## src/design/ls_pkg.sv

```systemverilog
// load/store unit shared definitions
// funct3 width codes, axi size codes and the data path width

package ls_pkg;

    // data and address width
    localparam int XLEN = 32;

    // load funct3 codes, bit 2 set means zero-extend
    localparam logic [2:0] F3_LB  = 3'b000;
    localparam logic [2:0] F3_LH  = 3'b001;
    localparam logic [2:0] F3_LW  = 3'b010;
    localparam logic [2:0] F3_LBU = 3'b100; // unsigned byte
    localparam logic [2:0] F3_LHU = 3'b101; // unsigned half

    // store funct3 codes
    localparam logic [2:0] F3_SB = 3'b000;
    localparam logic [2:0] F3_SH = 3'b001;
    localparam logic [2:0] F3_SW = 3'b010;

    // axi size encoding, bytes per beat as log2
    localparam logic [2:0] AXI_SIZE_BYTE = 3'd0;
    localparam logic [2:0] AXI_SIZE_HALF = 3'd1;
    localparam logic [2:0] AXI_SIZE_WORD = 3'd2;

endpackage
```

## src/design/ls_axi_unit.sv

```systemverilog
// load/store external bus unit
// joins request decode, the axi master and load result alignment

`timescale 1ns/1ps

module ls_axi_unit (
    input  logic                     clk,
    input  logic                     rst,
    // request side
    input  logic                     new_request,
    input  logic                     load,
    input  logic                     store,
    input  logic [2:0]               funct3,
    input  logic [ls_pkg::XLEN-1:0]  addr,
    input  logic [ls_pkg::XLEN-1:0]  store_data,
    output logic                     ready,
    output logic                     load_valid,
    output logic [ls_pkg::XLEN-1:0]  load_data,
    output logic                     misaligned,
    // axi read
    output logic [ls_pkg::XLEN-1:0]  araddr,
    output logic [2:0]               arsize,
    output logic                     arvalid,
    input  logic                     arready,
    input  logic                     rvalid,
    input  logic [ls_pkg::XLEN-1:0]  rdata,
    output logic                     rready,
    // axi write
    output logic [ls_pkg::XLEN-1:0]  awaddr,
    output logic [2:0]               awsize,
    output logic                     awvalid,
    input  logic                     awready,
    output logic [ls_pkg::XLEN-1:0]  wdata,
    output logic [3:0]               wstrb,
    output logic                     wvalid,
    output logic                     wlast,
    input  logic                     wready,
    input  logic                     bvalid,
    output logic                     bready
);

    logic                    issue;
    logic                    misaligned_now;
    logic [3:0]              be;
    logic [2:0]              size;
    logic [ls_pkg::XLEN-1:0] lane_data;
    logic                    data_valid;
    logic [ls_pkg::XLEN-1:0] data_out;

    ls_request_decode u_decode (
        .new_request, .load, .store, .funct3, .addr, .store_data,
        .issue, .misaligned_now, .be, .size, .lane_data
    );

    axi_master u_master (
        .clk, .rst, .issue, .load, .store, .addr, .be, .size, .lane_data,
        .ready, .data_valid, .data_out,
        .araddr, .arsize, .arvalid, .arready, .rvalid, .rdata, .rready,
        .awaddr, .awsize, .awvalid, .awready,
        .wdata, .wstrb, .wvalid, .wlast, .wready, .bvalid, .bready
    );

    // offset comes straight from the request address
    load_result_align u_align (
        .clk, .rst, .issue, .misaligned_now, .funct3,
        .addr_low   (addr[1:0]),
        .data_valid, .data_out, .load_valid, .load_data, .misaligned
    );

endmodule

```

## src/design/load_result_align.sv

```systemverilog
// load result alignment
// shifts the returned word down to the accessed byte offset and
// sign- or zero-extends bytes and halfwords, also times the misaligned flag

`timescale 1ns/1ps

module load_result_align (
    input  logic                     clk,
    input  logic                     rst,
    input  logic                     issue,
    input  logic                     misaligned_now,
    input  logic [2:0]               funct3,
    input  logic [1:0]               addr_low,
    input  logic                     data_valid,
    input  logic [ls_pkg::XLEN-1:0]  data_out,
    output logic                     load_valid,
    output logic [ls_pkg::XLEN-1:0]  load_data,
    output logic                     misaligned
);

    logic [2:0]              width_q;   // funct3 of the pending load
    logic [1:0]              offset_q;  // byte offset in the word
    logic [ls_pkg::XLEN-1:0] shifted;

    always_ff @(posedge clk) begin
        if (issue) begin
            width_q  <= funct3;
            offset_q <= addr_low;
        end
    end

    // misaligned shows one cycle after the request, like the bus path
    always_ff @(posedge clk) begin
        if (rst) misaligned <= 1'b0;
        else misaligned <= misaligned_now;
    end

    assign shifted = data_out >> {offset_q, 3'b000}; // wanted byte to lane 0

    always_comb begin
        case (width_q)
            ls_pkg::F3_LB:  load_data = {{24{shifted[7]}}, shifted[7:0]};
            ls_pkg::F3_LH:  load_data = {{16{shifted[15]}}, shifted[15:0]};
            ls_pkg::F3_LBU: load_data = {24'b0, shifted[7:0]};
            ls_pkg::F3_LHU: load_data = {16'b0, shifted[15:0]};
            default:        load_data = shifted; // lw, offset is zero
        endcase
    end

    assign load_valid = data_valid; // no extra stage

endmodule

```

## src/design/axi_master.sv

```systemverilog
// single-beat axi4 master for the load/store unit
// holds one request at a time, drives ar or aw/w and waits for r or b

`timescale 1ns/1ps

module axi_master (
    input  logic                     clk,
    input  logic                     rst,
    input  logic                     issue,
    input  logic                     load,
    input  logic                     store,
    input  logic [ls_pkg::XLEN-1:0]  addr,
    input  logic [3:0]               be,
    input  logic [2:0]               size,
    input  logic [ls_pkg::XLEN-1:0]  lane_data,
    output logic                     ready,
    output logic                     data_valid,
    output logic [ls_pkg::XLEN-1:0]  data_out,
    // read address and data
    output logic [ls_pkg::XLEN-1:0]  araddr,
    output logic [2:0]               arsize,
    output logic                     arvalid,
    input  logic                     arready,
    input  logic                     rvalid,
    input  logic [ls_pkg::XLEN-1:0]  rdata,
    output logic                     rready,
    // write address, data and response
    output logic [ls_pkg::XLEN-1:0]  awaddr,
    output logic [2:0]               awsize,
    output logic                     awvalid,
    input  logic                     awready,
    output logic [ls_pkg::XLEN-1:0]  wdata,
    output logic [3:0]               wstrb,
    output logic                     wvalid,
    output logic                     wlast,
    input  logic                     wready,
    input  logic                     bvalid,
    output logic                     bready
);

    assign rready = 1'b1; // never stall read data
    assign bready = 1'b1; // nor the write response

    // request payload, loaded on issue
    always_ff @(posedge clk) begin
        if (issue) begin
            araddr <= addr;
            awaddr <= addr;
            arsize <= size;
            awsize <= size;
            wdata  <= lane_data;
            wstrb  <= be;
        end
    end

    // one transaction in flight, ready low until the response
    always_ff @(posedge clk) begin
        if (rst) ready <= 1'b1;
        else if (issue) ready <= 1'b0;
        else if (rvalid | bvalid) ready <= 1'b1;
    end

    // read channel
    always_ff @(posedge clk) begin
        if (rst) arvalid <= 1'b0;
        else if (issue & load) arvalid <= 1'b1;
        else if (arready) arvalid <= 1'b0; // held until accepted
    end

    always_ff @(posedge clk) begin
        if (rst) data_valid <= 1'b0;
        else data_valid <= rvalid; // one-cycle pulse with data_out
    end

    always_ff @(posedge clk) begin
        if (rvalid) data_out <= rdata;
    end

    // write address and data go out together, may be accepted apart
    always_ff @(posedge clk) begin
        if (rst) awvalid <= 1'b0;
        else if (issue & store) awvalid <= 1'b1;
        else if (awready) awvalid <= 1'b0;
    end

    always_ff @(posedge clk) begin
        if (rst) wvalid <= 1'b0;
        else if (issue & store) wvalid <= 1'b1;
        else if (wready) wvalid <= 1'b0;
    end

    assign wlast = wvalid; // single beat, every beat is the last

endmodule

```

## src/design/ls_request_decode.sv

```systemverilog
// request decode for the load/store bus path
// builds byte enables, axi size and lane data from funct3 and address,
// and flags misaligned halfword and word accesses

`timescale 1ns/1ps

module ls_request_decode (
    input  logic                     new_request,
    input  logic                     load,
    input  logic                     store,
    input  logic [2:0]               funct3,
    input  logic [ls_pkg::XLEN-1:0]  addr,
    input  logic [ls_pkg::XLEN-1:0]  store_data,
    output logic                     issue,
    output logic                     misaligned_now,
    output logic [3:0]               be,
    output logic [2:0]               size,
    output logic [ls_pkg::XLEN-1:0]  lane_data
);

    logic access;   // a real load or store this cycle
    logic bad_align;

    assign access = new_request & (load | store);

    // only funct3[1:0] sets the width, bit 2 is signedness
    always_comb begin
        case (funct3[1:0])
            2'b00: begin
                size      = ls_pkg::AXI_SIZE_BYTE;
                be        = 4'b0001 << addr[1:0];
                lane_data = {4{store_data[7:0]}}; // byte in every lane
                bad_align = 1'b0; // bytes never misalign
            end
            2'b01: begin
                size      = ls_pkg::AXI_SIZE_HALF;
                be        = 4'b0011 << {addr[1], 1'b0};
                lane_data = {2{store_data[15:0]}};
                bad_align = addr[0];
            end
            default: begin
                // word access, also covers the unused 2'b11 code
                size      = ls_pkg::AXI_SIZE_WORD;
                be        = 4'b1111;
                lane_data = store_data;
                bad_align = |addr[1:0];
            end
        endcase
    end

    // misaligned requests never reach the bus
    assign misaligned_now = access & bad_align;
    assign issue          = access & ~bad_align;

endmodule

```

## config.mk

```make
export PLATFORM = sky130hd
export DESIGN_NAME = ls_axi_unit
export DESIGN_NICKNAME = d
export VERILOG_FILES = /design/src/design/ls_pkg.sv /design/src/design/ls_axi_unit.sv /design/src/design/load_result_align.sv /design/src/design/axi_master.sv /design/src/design/ls_request_decode.sv
export SDC_FILE = /design/constraint.sdc
export NUM_CORES = 1
export LEC_CHECK = 0
export BUFFER_PORTS_ARGS = -buffer_cell sky130_fd_sc_hd__buf_4
export CAP_MARGIN = 20
export CORE_MARGIN = 5
export CORE_UTILIZATION = 49
export CTS_CLUSTER_DIAMETER = 150
export DETAILED_ROUTE_END_ITERATION = 10
export PLACE_DENSITY = 0.82
export SYNTH_ARGS = -nofsm -noshare
export SYNTH_HDL_FRONTEND = slang
export SYNTH_SLANG_ARGS = --single-unit
export TNS_END_PERCENT = 10
```

## constraint.sdc

```tcl
create_clock -name clk -period 4.8 [get_ports clk]
set_input_delay 0.24 -clock clk [delete_from_list [all_inputs] [get_ports clk]]
set_output_delay 0.24 -clock clk [all_outputs]
set_load 0.03 [all_outputs]
```

==> results of run 1 <==
## registers in the layout (all words and copies together), names as in the netlist, 2 cells and up
register and flops:
u_align.width_q 3, u_master.arsize 2, u_master.awaddr 31, u_master.data_out 32, u_master.wdata 32, u_master.wstrb 4
## area by class of cell
cell class / instances / area, um2
antenna: 1 / 2.502
tap: 133 / 166.4
multi-input combinational: 168 / 1237
timing repair buffer: 254 / 1907
clock buffer: 11 / 173.9
fill: 695 / 2932
inverter: 1 / 3.754
clock inverter: 5 / 33.78
sequential: 111 / 3273
## worst paths after layout
path	from	endpoint	slack, ns	cells past startpoint
worst max-delay path	u_master.awaddr[1]	load_data[27]	2.29	5
worst min-delay path	rdata[31]	u_master.data_out[31]	0.04	1
worst max register to register	u_master.arvalid	u_master.arvalid	4.11	2
worst min register to register	u_master.awvalid	u_master.awvalid	0.49	2
## layout by cell type, fill, tap and decap left out
| master | n |
|---|---|
| conb_1 | 4 |
| nand2_1 | 17 |
| and3b_2 | 1 |
| o22ai_2 | 8 |
| buf_4 | 254 |
| diode_2 | 1 |
| edfxtp_1 | 105 |
| nand4_1 | 2 |
| o21ai_0 | 16 |
| nor2b_1 | 11 |
| nor2_1 | 4 |
| clkinv_2 | 2 |
| nand2b_1 | 7 |
| nand3b_1 | 1 |
| mux2i_1 | 23 |
| or2_2 | 9 |
| a31oi_1 | 1 |
| a21oi_1 | 24 |
| nor3_1 | 1 |
| clkbuf_8 | 9 |
| o21ai_1 | 2 |
| o21bai_1 | 3 |
| mux2_4 | 1 |
| dfxtp_1 | 6 |
| a311o_1 | 1 |
| nor3b_2 | 1 |
| a21o_1 | 2 |
| o22ai_4 | 1 |
| a221oi_4 | 1 |
| inv_1 | 1 |
| clkbuf_16 | 2 |
| xnor2_1 | 1 |
| mux2_2 | 18 |
| inv_6 | 2 |
| a211oi_1 | 8 |
| inv_4 | 1 |
## metrics by stage
stage	utilization, %	area [um2]	setup WS, ns	hold WS, ns	std cells
after floorplan	-	4888	1.991	0.3091	334
after global placement	67.71	6588	2.524	0.4181	667
after CTS	69.84	6795	2.281	0.02501	683
after global routing	69.87	6798	2.033	0.01097	684
final	69.87	6798	2.295	0.04354	684
after detailed placement	67.71	6588	2.446	0.4193	667
## worst register-to-register path, stage by stage, from the launching register on
cell,delay (ns)
dfxtp_1,0.36
nand2b_1,0.09
a21oi_1,0.18
## where the power goes
part	internal [mW]	switching (mW)	leakage (nW)
Clock	0.255	0.315	0.111
Combinational	0.242	0.375	1.70
Sequential	1.14	0.0356	1.04
Total	1.64	0.725	2.85
## metal layers
metal | vias up | track usage (%) | part of all wire (%)
li1 | 1620 | - | -
met1 | 1635 | 24.40 | 33
met2 | 163 | 38.08 | 52
met3 | 41 | 9.865 | 9.9
met4 | 0 | 13.00 | 4.8
met5 | - | 0 | 0
## kinds of logic (layout without fill, tap and decap cells)
| group | Yosys count | in the layout | share of synthesized area [%] |
|---|---|---|---|
| DFF | 111 | 111 | 67.06 |
| AOI/OAI and AO/OA | 67 | 67 | 9.639 |
| muxes | 42 | 42 | 9.177 |
| and+or+nand+nor | 54 | 54 | 6.024 |
| buffers and inverters | 55 | 271 | 7.767 |
| xor gates and xnor gates | 1 | 1 | 0.1795 |
| other | 2 | 5 | 0.1539 |
==> summary.txt, run 1 <==
CTS
  • Cts repair resizes: 0
  • CTS root buf: clkbuf_8
  • CTS tree: yes
  • Clk buf depth: 2
  • H-tree Lvls: 3
  • Latest clock arrival within the worst-skew pair: 0.36 ns
  • CTS sink cnt: 111
  • TritonCTS buffer count: 9
  • Hold-fix buffers, CTS: 0
  • Clock slew at reported path FFs: 0.11 ns
  • Setup bufs post-CTS: 0

Timing
  • Setup_tns: 0 ns
  • Fin. max-slew vios: 0
  • Worst Skew: 0 ns
  • Period minus WS final: 2.505 ns
  • Slew headroom: 49.65%
  • RSZ-0062 raised after global routing: false
  • Final Hold Fails: 0
  • Final setup viols: 0
  • Worst-margin pin slew: 0.7524 ns
  • Maximum clock frequency: 399.1 MHz
  • Final period utilization: 52.20%

GRT
  • GRT Total Usage: 22.95%
  • GRT overflow: 0
  • Vias in the first global route: 3652
  • Initial antenna violation count: 1
  • Pin count of the biggest net entering global routing: 52
  • First-pass GRT wire length: 20.09 mm

Power and ir drop
  • P_leak: 2.848 nW
  • Final Power: 2.364 mW
  • Peak supply drop: 0.0002119 V
  • Pwr/cell area: 347.7 mW/mm2

Yosys
  • Post-synth top cells: edfxtp_1, buf_4, a21oi_1
  • Most numerous cell in the Yosys netlist: edfxtp_1
  • Main area contributors after synthesis: edfxtp_1, buf_4, mux2i_1
  • Post-synth EDFFs: 105
  • Sequential area share after synthesis: 67.06%
  • Cell Area, Synth: 0.004881 mm2
  • Fraction of registers with async set/reset: 0%
  • Average cell area after synthesis: 14.70 um2
  • Seq cells post-synth: 111
  • Netlist cell types: 34
  • Synth warn: 0
  • Area share of the largest cell type after synthesis: 64.60%
  • Post-synth top area cell: edfxtp_1
  • Prevailing post-synth register cell: edfxtp_1
  • Post-Synthesis Cells: 332

Routing
  • WL/cell: 20.05 um
  • Via density: 5.057
  • # DRC: 0
  • Starting DRC count in detailed routing: 181
  • Via count: 3459
  • Drt pass-1 iters: 4
  • ANT nets after route: 0
  • Final wirelength: 13.71 mm

Floorplan
  • Die Wd: 109.8 um
  • Io pins: 256
  • Die area: 0.01206 mm2
  • Row count: 36
  • Die height: 109.8 um
  • Initial Utilization: 50.17%
  • Core area: 0.009729 mm2

Status
  • Run status: complete, no violations

Finish
  • Layout cells sized above 1: 56.36%
  • Syn-to-layout area delta: 39.27%
  • Final nets: 654

Critical path
  • Arrival time worst endpoint: 2.27 ns
  • Critical Path Fanout Max: 30
  • Most used cell, CP: buf_4
  • Max stage delay on crit path: 0.64 ns
  • CP required: 4.56 ns
  • Kind of critical path: reg -> out
  • Setup crit start kind: register
  • CP bufs+invs: 2
  • CP delay by family, top: compound AO/OA/AOI/OAI gates
  • Max stage delay cell, worst path: a311o_1
  • Cells along the critical path: buf_4, nand2b_1, a311o_1, o21ai_0, buf_4
  • Crit end category: primary output

Placement
  • Gpl congestion: 0.8648
  • Port Buffers: 251
  • Post-DP HPWL: 10.92 mm

Flow run
  • Max-Cap Viols: 0

Hold path
  • Hold Crit Class: in -> reg
No activity file was read; power rests on OpenSTA's default activity.
==> run 2, diff against run 1 <==
--- a/config.mk
+++ b/config.mk
@@ -8,10 +8,10 @@
 export BUFFER_PORTS_ARGS = -buffer_cell sky130_fd_sc_hd__buf_4
 export CAP_MARGIN = 20
 export CORE_MARGIN = 5
-export CORE_UTILIZATION = 49
+export CORE_UTILIZATION = 41
 export CTS_CLUSTER_DIAMETER = 150
 export DETAILED_ROUTE_END_ITERATION = 10
-export PLACE_DENSITY = 0.82
+export PLACE_DENSITY = 0.73
 export SYNTH_ARGS = -nofsm -noshare
 export SYNTH_HDL_FRONTEND = slang
 export SYNTH_SLANG_ARGS = --single-unit
==> constraint.sdc (replaced) <==
create_clock -name clk -period 2.3 [get_ports clk]
set_input_delay 0.115 -clock clk [delete_from_list [all_inputs] [get_ports clk]]
set_output_delay 0.115 -clock clk [all_outputs]
set_load 0.03 [all_outputs]
==> summary.txt, run 2 (synthesized netlist as in run 1, its figures left out) <==
Status
  • Run status: complete, no violations (unchanged)

Routing
  • WL/cell: 19.19 um (was 20.05 um)
  • Drt pass-1 iters: 4 (unchanged)
  • Starting DRC count in detailed routing: 215 (was 181)
  • Final wirelength: 14.93 mm (was 13.71 mm)
  • Via density: 4.927 (was 5.057)
  • Via count: 3833 (was 3459)
  • ANT nets after route: 0 (unchanged)
  • # DRC: 0 (unchanged)

GRT
  • Pin count of the biggest net entering global routing: 35 (was 52)
  • GRT overflow: 0 (unchanged)
  • GRT Total Usage: 20.46% (was 22.95%)
  • First-pass GRT wire length: 22.69 mm (was 20.09 mm)
  • Initial antenna violation count: 2 (was 1)
  • Vias in the first global route: 4148 (was 3652)

CTS
  • CTS tree: yes (unchanged)
  • H-tree Lvls: 3 (unchanged)
  • CTS sink cnt: 111 (unchanged)
  • TritonCTS buffer count: 9 (unchanged)
  • Latest clock arrival within the worst-skew pair: 0.33 ns (was 0.36 ns)
  • Clk buf depth: 2 (unchanged)
  • CTS root buf: clkbuf_16 (was clkbuf_8)
  • Clock slew at reported path FFs: 0.07 ns (was 0.11 ns)

Timing
  • Period minus WS final: 2.236 ns
  • Fin. max-slew vios: 0 (unchanged)
  • Final setup viols: 0 (unchanged)
  • RSZ-0062 raised after global routing: false (unchanged)
  • Hold slack: 0.03680 ns (was 0.04354 ns)
  • Final period utilization: 97.20%
  • Final Hold Fails: 0 (unchanged)
  • Worst Skew: 0 ns (unchanged)
  • Setup_tns: 0 ns (unchanged)
  • Maximum clock frequency: 447.3 MHz

Critical path
  • Setup crit start kind: register (unchanged)
  • Arrival time worst endpoint: 2.12 ns (was 2.27 ns)
  • Max stage delay on crit path: 0.54 ns (was 0.64 ns)
  • Crit end category: primary output (unchanged)
  • Critical Path Fanout Max: 8 (was 30)
  • Max stage delay cell, worst path: edfxtp_1 (was a311o_1)
  • CP required: 2.18 ns (was 4.56 ns)
  • Reg2Reg Depth: 2 (unchanged)
  • Kind of critical path: reg -> out (unchanged)
  • Most used cell, CP: buf_4 (unchanged)
  • Cells along the critical path: buf_4, mux2_4, a221oi_4, buf_12, a21oi_1, buf_4 (was buf_4, nand2b_1, a311o_1, o21ai_0, buf_4)

Finish
  • Final Util: 67.22% (was 69.87%)
  • Most frequent cells in the layout: buf_4, edfxtp_1, dlygate4sd3_1, a21oi_1, mux2i_1 (was buf_4, edfxtp_1, a21oi_1, mux2i_1, mux2_2)
  • Multi-input logic area: 0.001244 mm2 (was 0.001237 mm2)
  • Final nets: 738 (was 654)
  • Largest registers: u_master.data_out: 32 flops, u_master.wdata: 32 flops, u_master.awaddr: 31 flops (unchanged)
  • Layout cells sized above 1: 50.47% (was 56.36%)
  • Fin area: 0.007774 mm2 (was 0.006798 mm2)
  • Final-layout fill cell count: 764 (was 695)
  • Leading cell type in the layout, fill and taps excluded: buf_4 (unchanged)
  • Register area: 0.003273 mm2 (unchanged)
  • Syn-to-layout area delta: 59.27% (was 39.27%)

Floorplan
  • Core area: 0.01156 mm2 (was 0.009729 mm2)
  • Die Wd: 119.1 um (was 109.8 um)
  • Die height: 119.1 um (was 109.8 um)
  • Die area: 0.01419 mm2 (was 0.01206 mm2)
  • Row count: 39 (was 36)
  • Io pins: 256 (unchanged)
  • Initial Utilization: 42.20% (was 50.17%)

Power and ir drop
  • Final Power: 5.400 mW (was 2.364 mW)
  • P_leak: 3.258 nW (was 2.848 nW)
  • Peak supply drop: 0.0003937 V (was 0.0002119 V)
  • Pwr/cell area: 694.7 mW/mm2 (was 347.7 mW/mm2)

Placement
  • Post-DP HPWL: 10.65 mm (was 10.92 mm)
  • Gpl congestion: 0.8488 (was 0.8648)
  • Port Buffers: 251 (unchanged)
  • Placed inst area: 0.006678 mm2 (was 0.006588 mm2)

Flow run
  • Max-Cap Viols: 0 (unchanged)

Hold path
  • Hold Crit Class: in -> reg (unchanged)
  • Hold path depth: 3 (was 1)
-- run 2: cell types whose count changed in the layout (fill, tap and decap cells not counted), moves of 5 or more --
cell	before	now
clkbuf_16	2	9
dlygate4sd3_1	0	74
buf_4	254	259
buf_12	0	5
clkbuf_8	9	3
-- run 2: where the power goes --
group          switching (mW)  leakage (nW)  internal (mW)
Combinational           0.816          2.08          0.624
Clock                   0.664         0.144          0.827
Sequential             0.0838          1.04           2.38
Total                    1.56          3.26           3.84
-- run 2: per-layer routing --
metal  share of wire, %  wire, um  track usage, %  vias up
met1                 36      5329           22.91     1830
met2                 53      7920           36.88      187
met3                8.5      1271           6.209       27
met5              0.047         7               0        -
li1                   -         -               -     1787
met4                2.7       399           7.096        2
-- run 2: repair_timing --
| item | 4_1_cts | 5_1_grt |
|---|---|---|
| setup buffers | 0 | 5 |
| pin swaps | 1 | 2 |
| hold buffers | 74 | 0 |
| hold endpoints to repair | 78 | 0 |
| resized for setup | 1 | 2 |
| endpoints found under the setup margin | 3 | 23 |
-- run 2: worst paths after layout --
| check | slack [ns] | from | end |
|---|---|---|---|
| max | 0.06 | u_master.awaddr[1] | load_data[8] |
| min | 0.04 | arready | u_master.arvalid |
| max reg2reg | 1.65 | u_master.ready | u_master.ready |
| min reg2reg | 0.47 | u_master.arvalid | u_master.arvalid |
-- run 2: stage by stage --
stage / worst slack [ns] / instances
floorplan: 0.1826 / 334
global placement: 0.4291 / 682
detailed placement: 0.3437 / 682
CTS: 0.01041 / 772
global route: 0.001866 / 778
finish: 0.06442 / 778
-- run 2: critical path, delay by kind of cell, from the launching register on --
kind | cells | cell delay, ns
flip-flops | 1 | 0.54
buffers and inverters | 3 | 0.54
AO/OA/AOI/OAI | 2 | 0.37
multiplexers | 1 | 0.33
-- run 2: cell type report --
class / count / share of cell area, %
well taps: 143 / 2.302
inverters: 1 / 0.04829
clock buffers: 14 / 3.525
flip-flops and latches: 111 / 42.11
diodes: 1 / 0.03219
multi-input cells: 168 / 16.00
repair buffers: 338 / 35.83
clock inverters: 2 / 0.1610
==> run 3, diff against run 2 <==
--- a/config.mk
+++ b/config.mk
@@ -7,11 +7,13 @@
 export LEC_CHECK = 0
 export BUFFER_PORTS_ARGS = -buffer_cell sky130_fd_sc_hd__buf_4
 export CAP_MARGIN = 20
+export CORE_ASPECT_RATIO = 1.25
 export CORE_MARGIN = 5
 export CORE_UTILIZATION = 41
 export CTS_CLUSTER_DIAMETER = 150
 export DETAILED_ROUTE_END_ITERATION = 10
 export PLACE_DENSITY = 0.73
+export SLEW_MARGIN = 40
 export SYNTH_ARGS = -nofsm -noshare
 export SYNTH_HDL_FRONTEND = slang
 export SYNTH_SLANG_ARGS = --single-unit
==> summary.txt, run 3 (synthesized netlist as in run 1, its figures left out) <==
Status
  • Run status: complete, no violations (unchanged)

CTS
  • CTS tree: yes (unchanged)
  • H-tree Lvls: 3 (unchanged)
  • Clock slew at reported path FFs: 0.07 ns (about the same)
  • Clk buf depth: 2 (unchanged)
  • Latest clock arrival within the worst-skew pair: 0.34 ns (was 0.33 ns)
  • TritonCTS buffer count: 9 (unchanged)
  • CTS root buf: clkbuf_16 (unchanged)
  • Setup bufs post-CTS: 0 (unchanged)
  • CTS sink cnt: 111 (unchanged)

Hold path
  • Hold Crit Class: in -> reg (unchanged)

Timing
  • Final period utilization: 94.34% (was 97.20%)
  • Final Hold Fails: 0 (unchanged)
  • Worst Skew: 0 ns (unchanged)
  • Hold slack: 0.03199 ns (was 0.03680 ns)
  • Period minus WS final: 2.170 ns (was 2.236 ns)
  • Slew headroom: 64.46%
  • Fin. max-slew vios: 0 (unchanged)
  • RSZ-0062 raised after global routing: true (was false)
  • Worst-margin pin slew: 0.5331 ns
  • Setup WS post-layout: 0.1302 ns (was 0.06442 ns)
  • Final setup viols: 0 (unchanged)
  • Maximum clock frequency: 460.9 MHz (was 447.3 MHz)

Placement
  • Placed inst area: 0.006645 mm2 (was 0.006678 mm2)
  • DP Worst Slack: 0.4261 ns (was 0.3437 ns)
  • Post-DP HPWL: 9.893 mm (was 10.65 mm)
  • Gpl congestion: 0.8808 (was 0.8488)
  • Port Buffers: 251 (unchanged)

Floorplan
  • Core area: 0.01167 mm2 (was 0.01156 mm2)
  • Row count: 44 (was 39)
  • Die area: 0.01420 mm2 (was 0.01419 mm2)
  • Die Wd: 107.6 um (was 119.1 um)
  • Initial Utilization: 41.82% (was 42.20%)
  • Die height: 132.0 um (was 119.1 um)
  • Io pins: 256 (unchanged)

GRT
  • Pin count of the biggest net entering global routing: 60 (was 35)
  • Vias in the first global route: 3944 (was 4148)
  • GRT overflow: 0 (unchanged)
  • Initial antenna violation count: 0 (was 2)
  • GRT Total Usage: 18.73% (was 20.46%)
  • First-pass GRT wire length: 20.81 mm (was 22.69 mm)

Critical path
  • Arrival time worst endpoint: 2.05 ns (was 2.12 ns)
  • Worst R2R Setup Slack: 1.63 ns (was 1.65 ns)
  • Reg2Reg Depth: 2 (unchanged)
  • Setup crit start kind: register (unchanged)
  • Critical Path Fanout Max: 16 (was 8)
  • Kind of critical path: reg -> out (unchanged)
  • Crit end category: primary output (unchanged)
  • Reg-to-Reg Start: u_master.arvalid (was u_master.ready)
  • Crit path from: u_master.awaddr[1] (unchanged)
  • CP required: 2.18 ns (about the same)
  • Worst setup path endpoint: load_data[29] (was load_data[8])
  • Endpoint of the worst-slack reg-to-reg timing path: u_master.arvalid (was u_master.ready)

Finish
  • Syn-to-layout area delta: 57.29% (was 59.27%)
  • Layout cells sized above 1: 49.92% (was 50.47%)
  • Most frequent cells in the layout: buf_4, edfxtp_1, dlygate4sd3_1, a21oi_1, mux2i_1 (unchanged)
  • Final-layout fill cell count: 868 (was 764)
  • Fin area: 0.007677 mm2 (was 0.007774 mm2)
  • Largest registers: u_master.data_out: 32 flops, u_master.wdata: 32 flops, u_master.awaddr: 31 flops (unchanged)
  • Final Util: 65.78% (was 67.22%)
  • Final nets: 729 (was 738)
  • Leading cell type in the layout, fill and taps excluded: buf_4 (unchanged)

Routing
  • ANT nets after route: 0 (unchanged)
  • # DRC: 0 (unchanged)
  • WL/cell: 17.31 um (was 19.19 um)
  • Metal2 WL: 7.441 mm (was 7.920 mm)
  • DRT met1 WL: 4.791 mm (was 5.329 mm)
  • Via count: 3673 (was 3833)
  • DR WL met3: 1.121 mm (was 1.271 mm)
  • Drt pass-1 iters: 4 (unchanged)
  • Uppermost layer routed: met4 (was met5)
  • Via density: 4.667 (was 4.927)
  • Final wirelength: 13.62 mm (was 14.93 mm)
  • Starting DRC count in detailed routing: 185 (was 215)

Power and ir drop
  • Pwr/cell area: 688.3 mW/mm2 (was 694.7 mW/mm2)
  • Peak supply drop: 0.0003724 V (was 0.0003937 V)
  • P_leak: 3.190 nW (was 3.258 nW)

Flow run
  • Max-Cap Viols: 0 (unchanged)
-- run 3: worst max-delay path, cell delays in order (launching register included) --
cell and delay, ns:
edfxtp_1 0.52, mux2_4 0.39, o22ai_4 0.46, o21ai_0 0.16, buf_4 0.19
-- run 3: final cells by class --
class / instances / area [um2] / share of cell area (%)
sequential: 111 / 3273 / 42.63
timing repair buffer: 329 / 2668 / 34.75
multi-input combinational: 168 / 1254 / 16.33
clock buffer: 10 / 229.0 / 2.982
tap: 161 / 201.4 / 2.624
clock inverter: 6 / 46.29 / 0.6030
inverter: 1 / 3.754 / 0.04889
antenna: 1 / 2.502 / 0.03259
-- run 3: report_power, final --
| part | internal (mW) | switching [mW] |
|---|---|---|
| combinational | 0.594 | 0.797 |
| sequential | 2.38 | 0.0798 |
| clock | 0.741 | 0.688 |
-- run 3: repair_timing --
action	in CTS	in global routing
hold endpoints to repair	78	0
hold buffers	74	0
endpoints found under the setup margin	0	15
resized for setup	0	4
-- run 3: through the flow --
step                      total power, mW  cells  setup TNS (ns)
final                               5.285    787               0
after global routing                5.504    786        -0.01975
after CTS                           5.323    786               0
after detailed placement            3.792    696               0
after global placement              3.769    696               0
after floorplan                     3.287    334               0
-- run 3: how the worst min path moves through the flow --
stage	from	to	slack, ns	depth (start not counted)
after global placement	addr[28]	u_master.awaddr[28]	0.29	1
final	bvalid	u_master.ready	0.03	3
after CTS	bvalid	u_master.ready	0.02	3
after detailed placement	addr[30]	u_master.awaddr[30]	0.29	1
after global routing	awready	u_master.awvalid	0.02	3
after floorplan	rst	u_master.arvalid	0.18	1
-- run 3: layer usage --
layer	up-vias	GRT usage, %
li1	1769	-
met1	1735	20.23
met2	149	34.02
met3	20	6.173
met4	0	6.105
met5	-	0
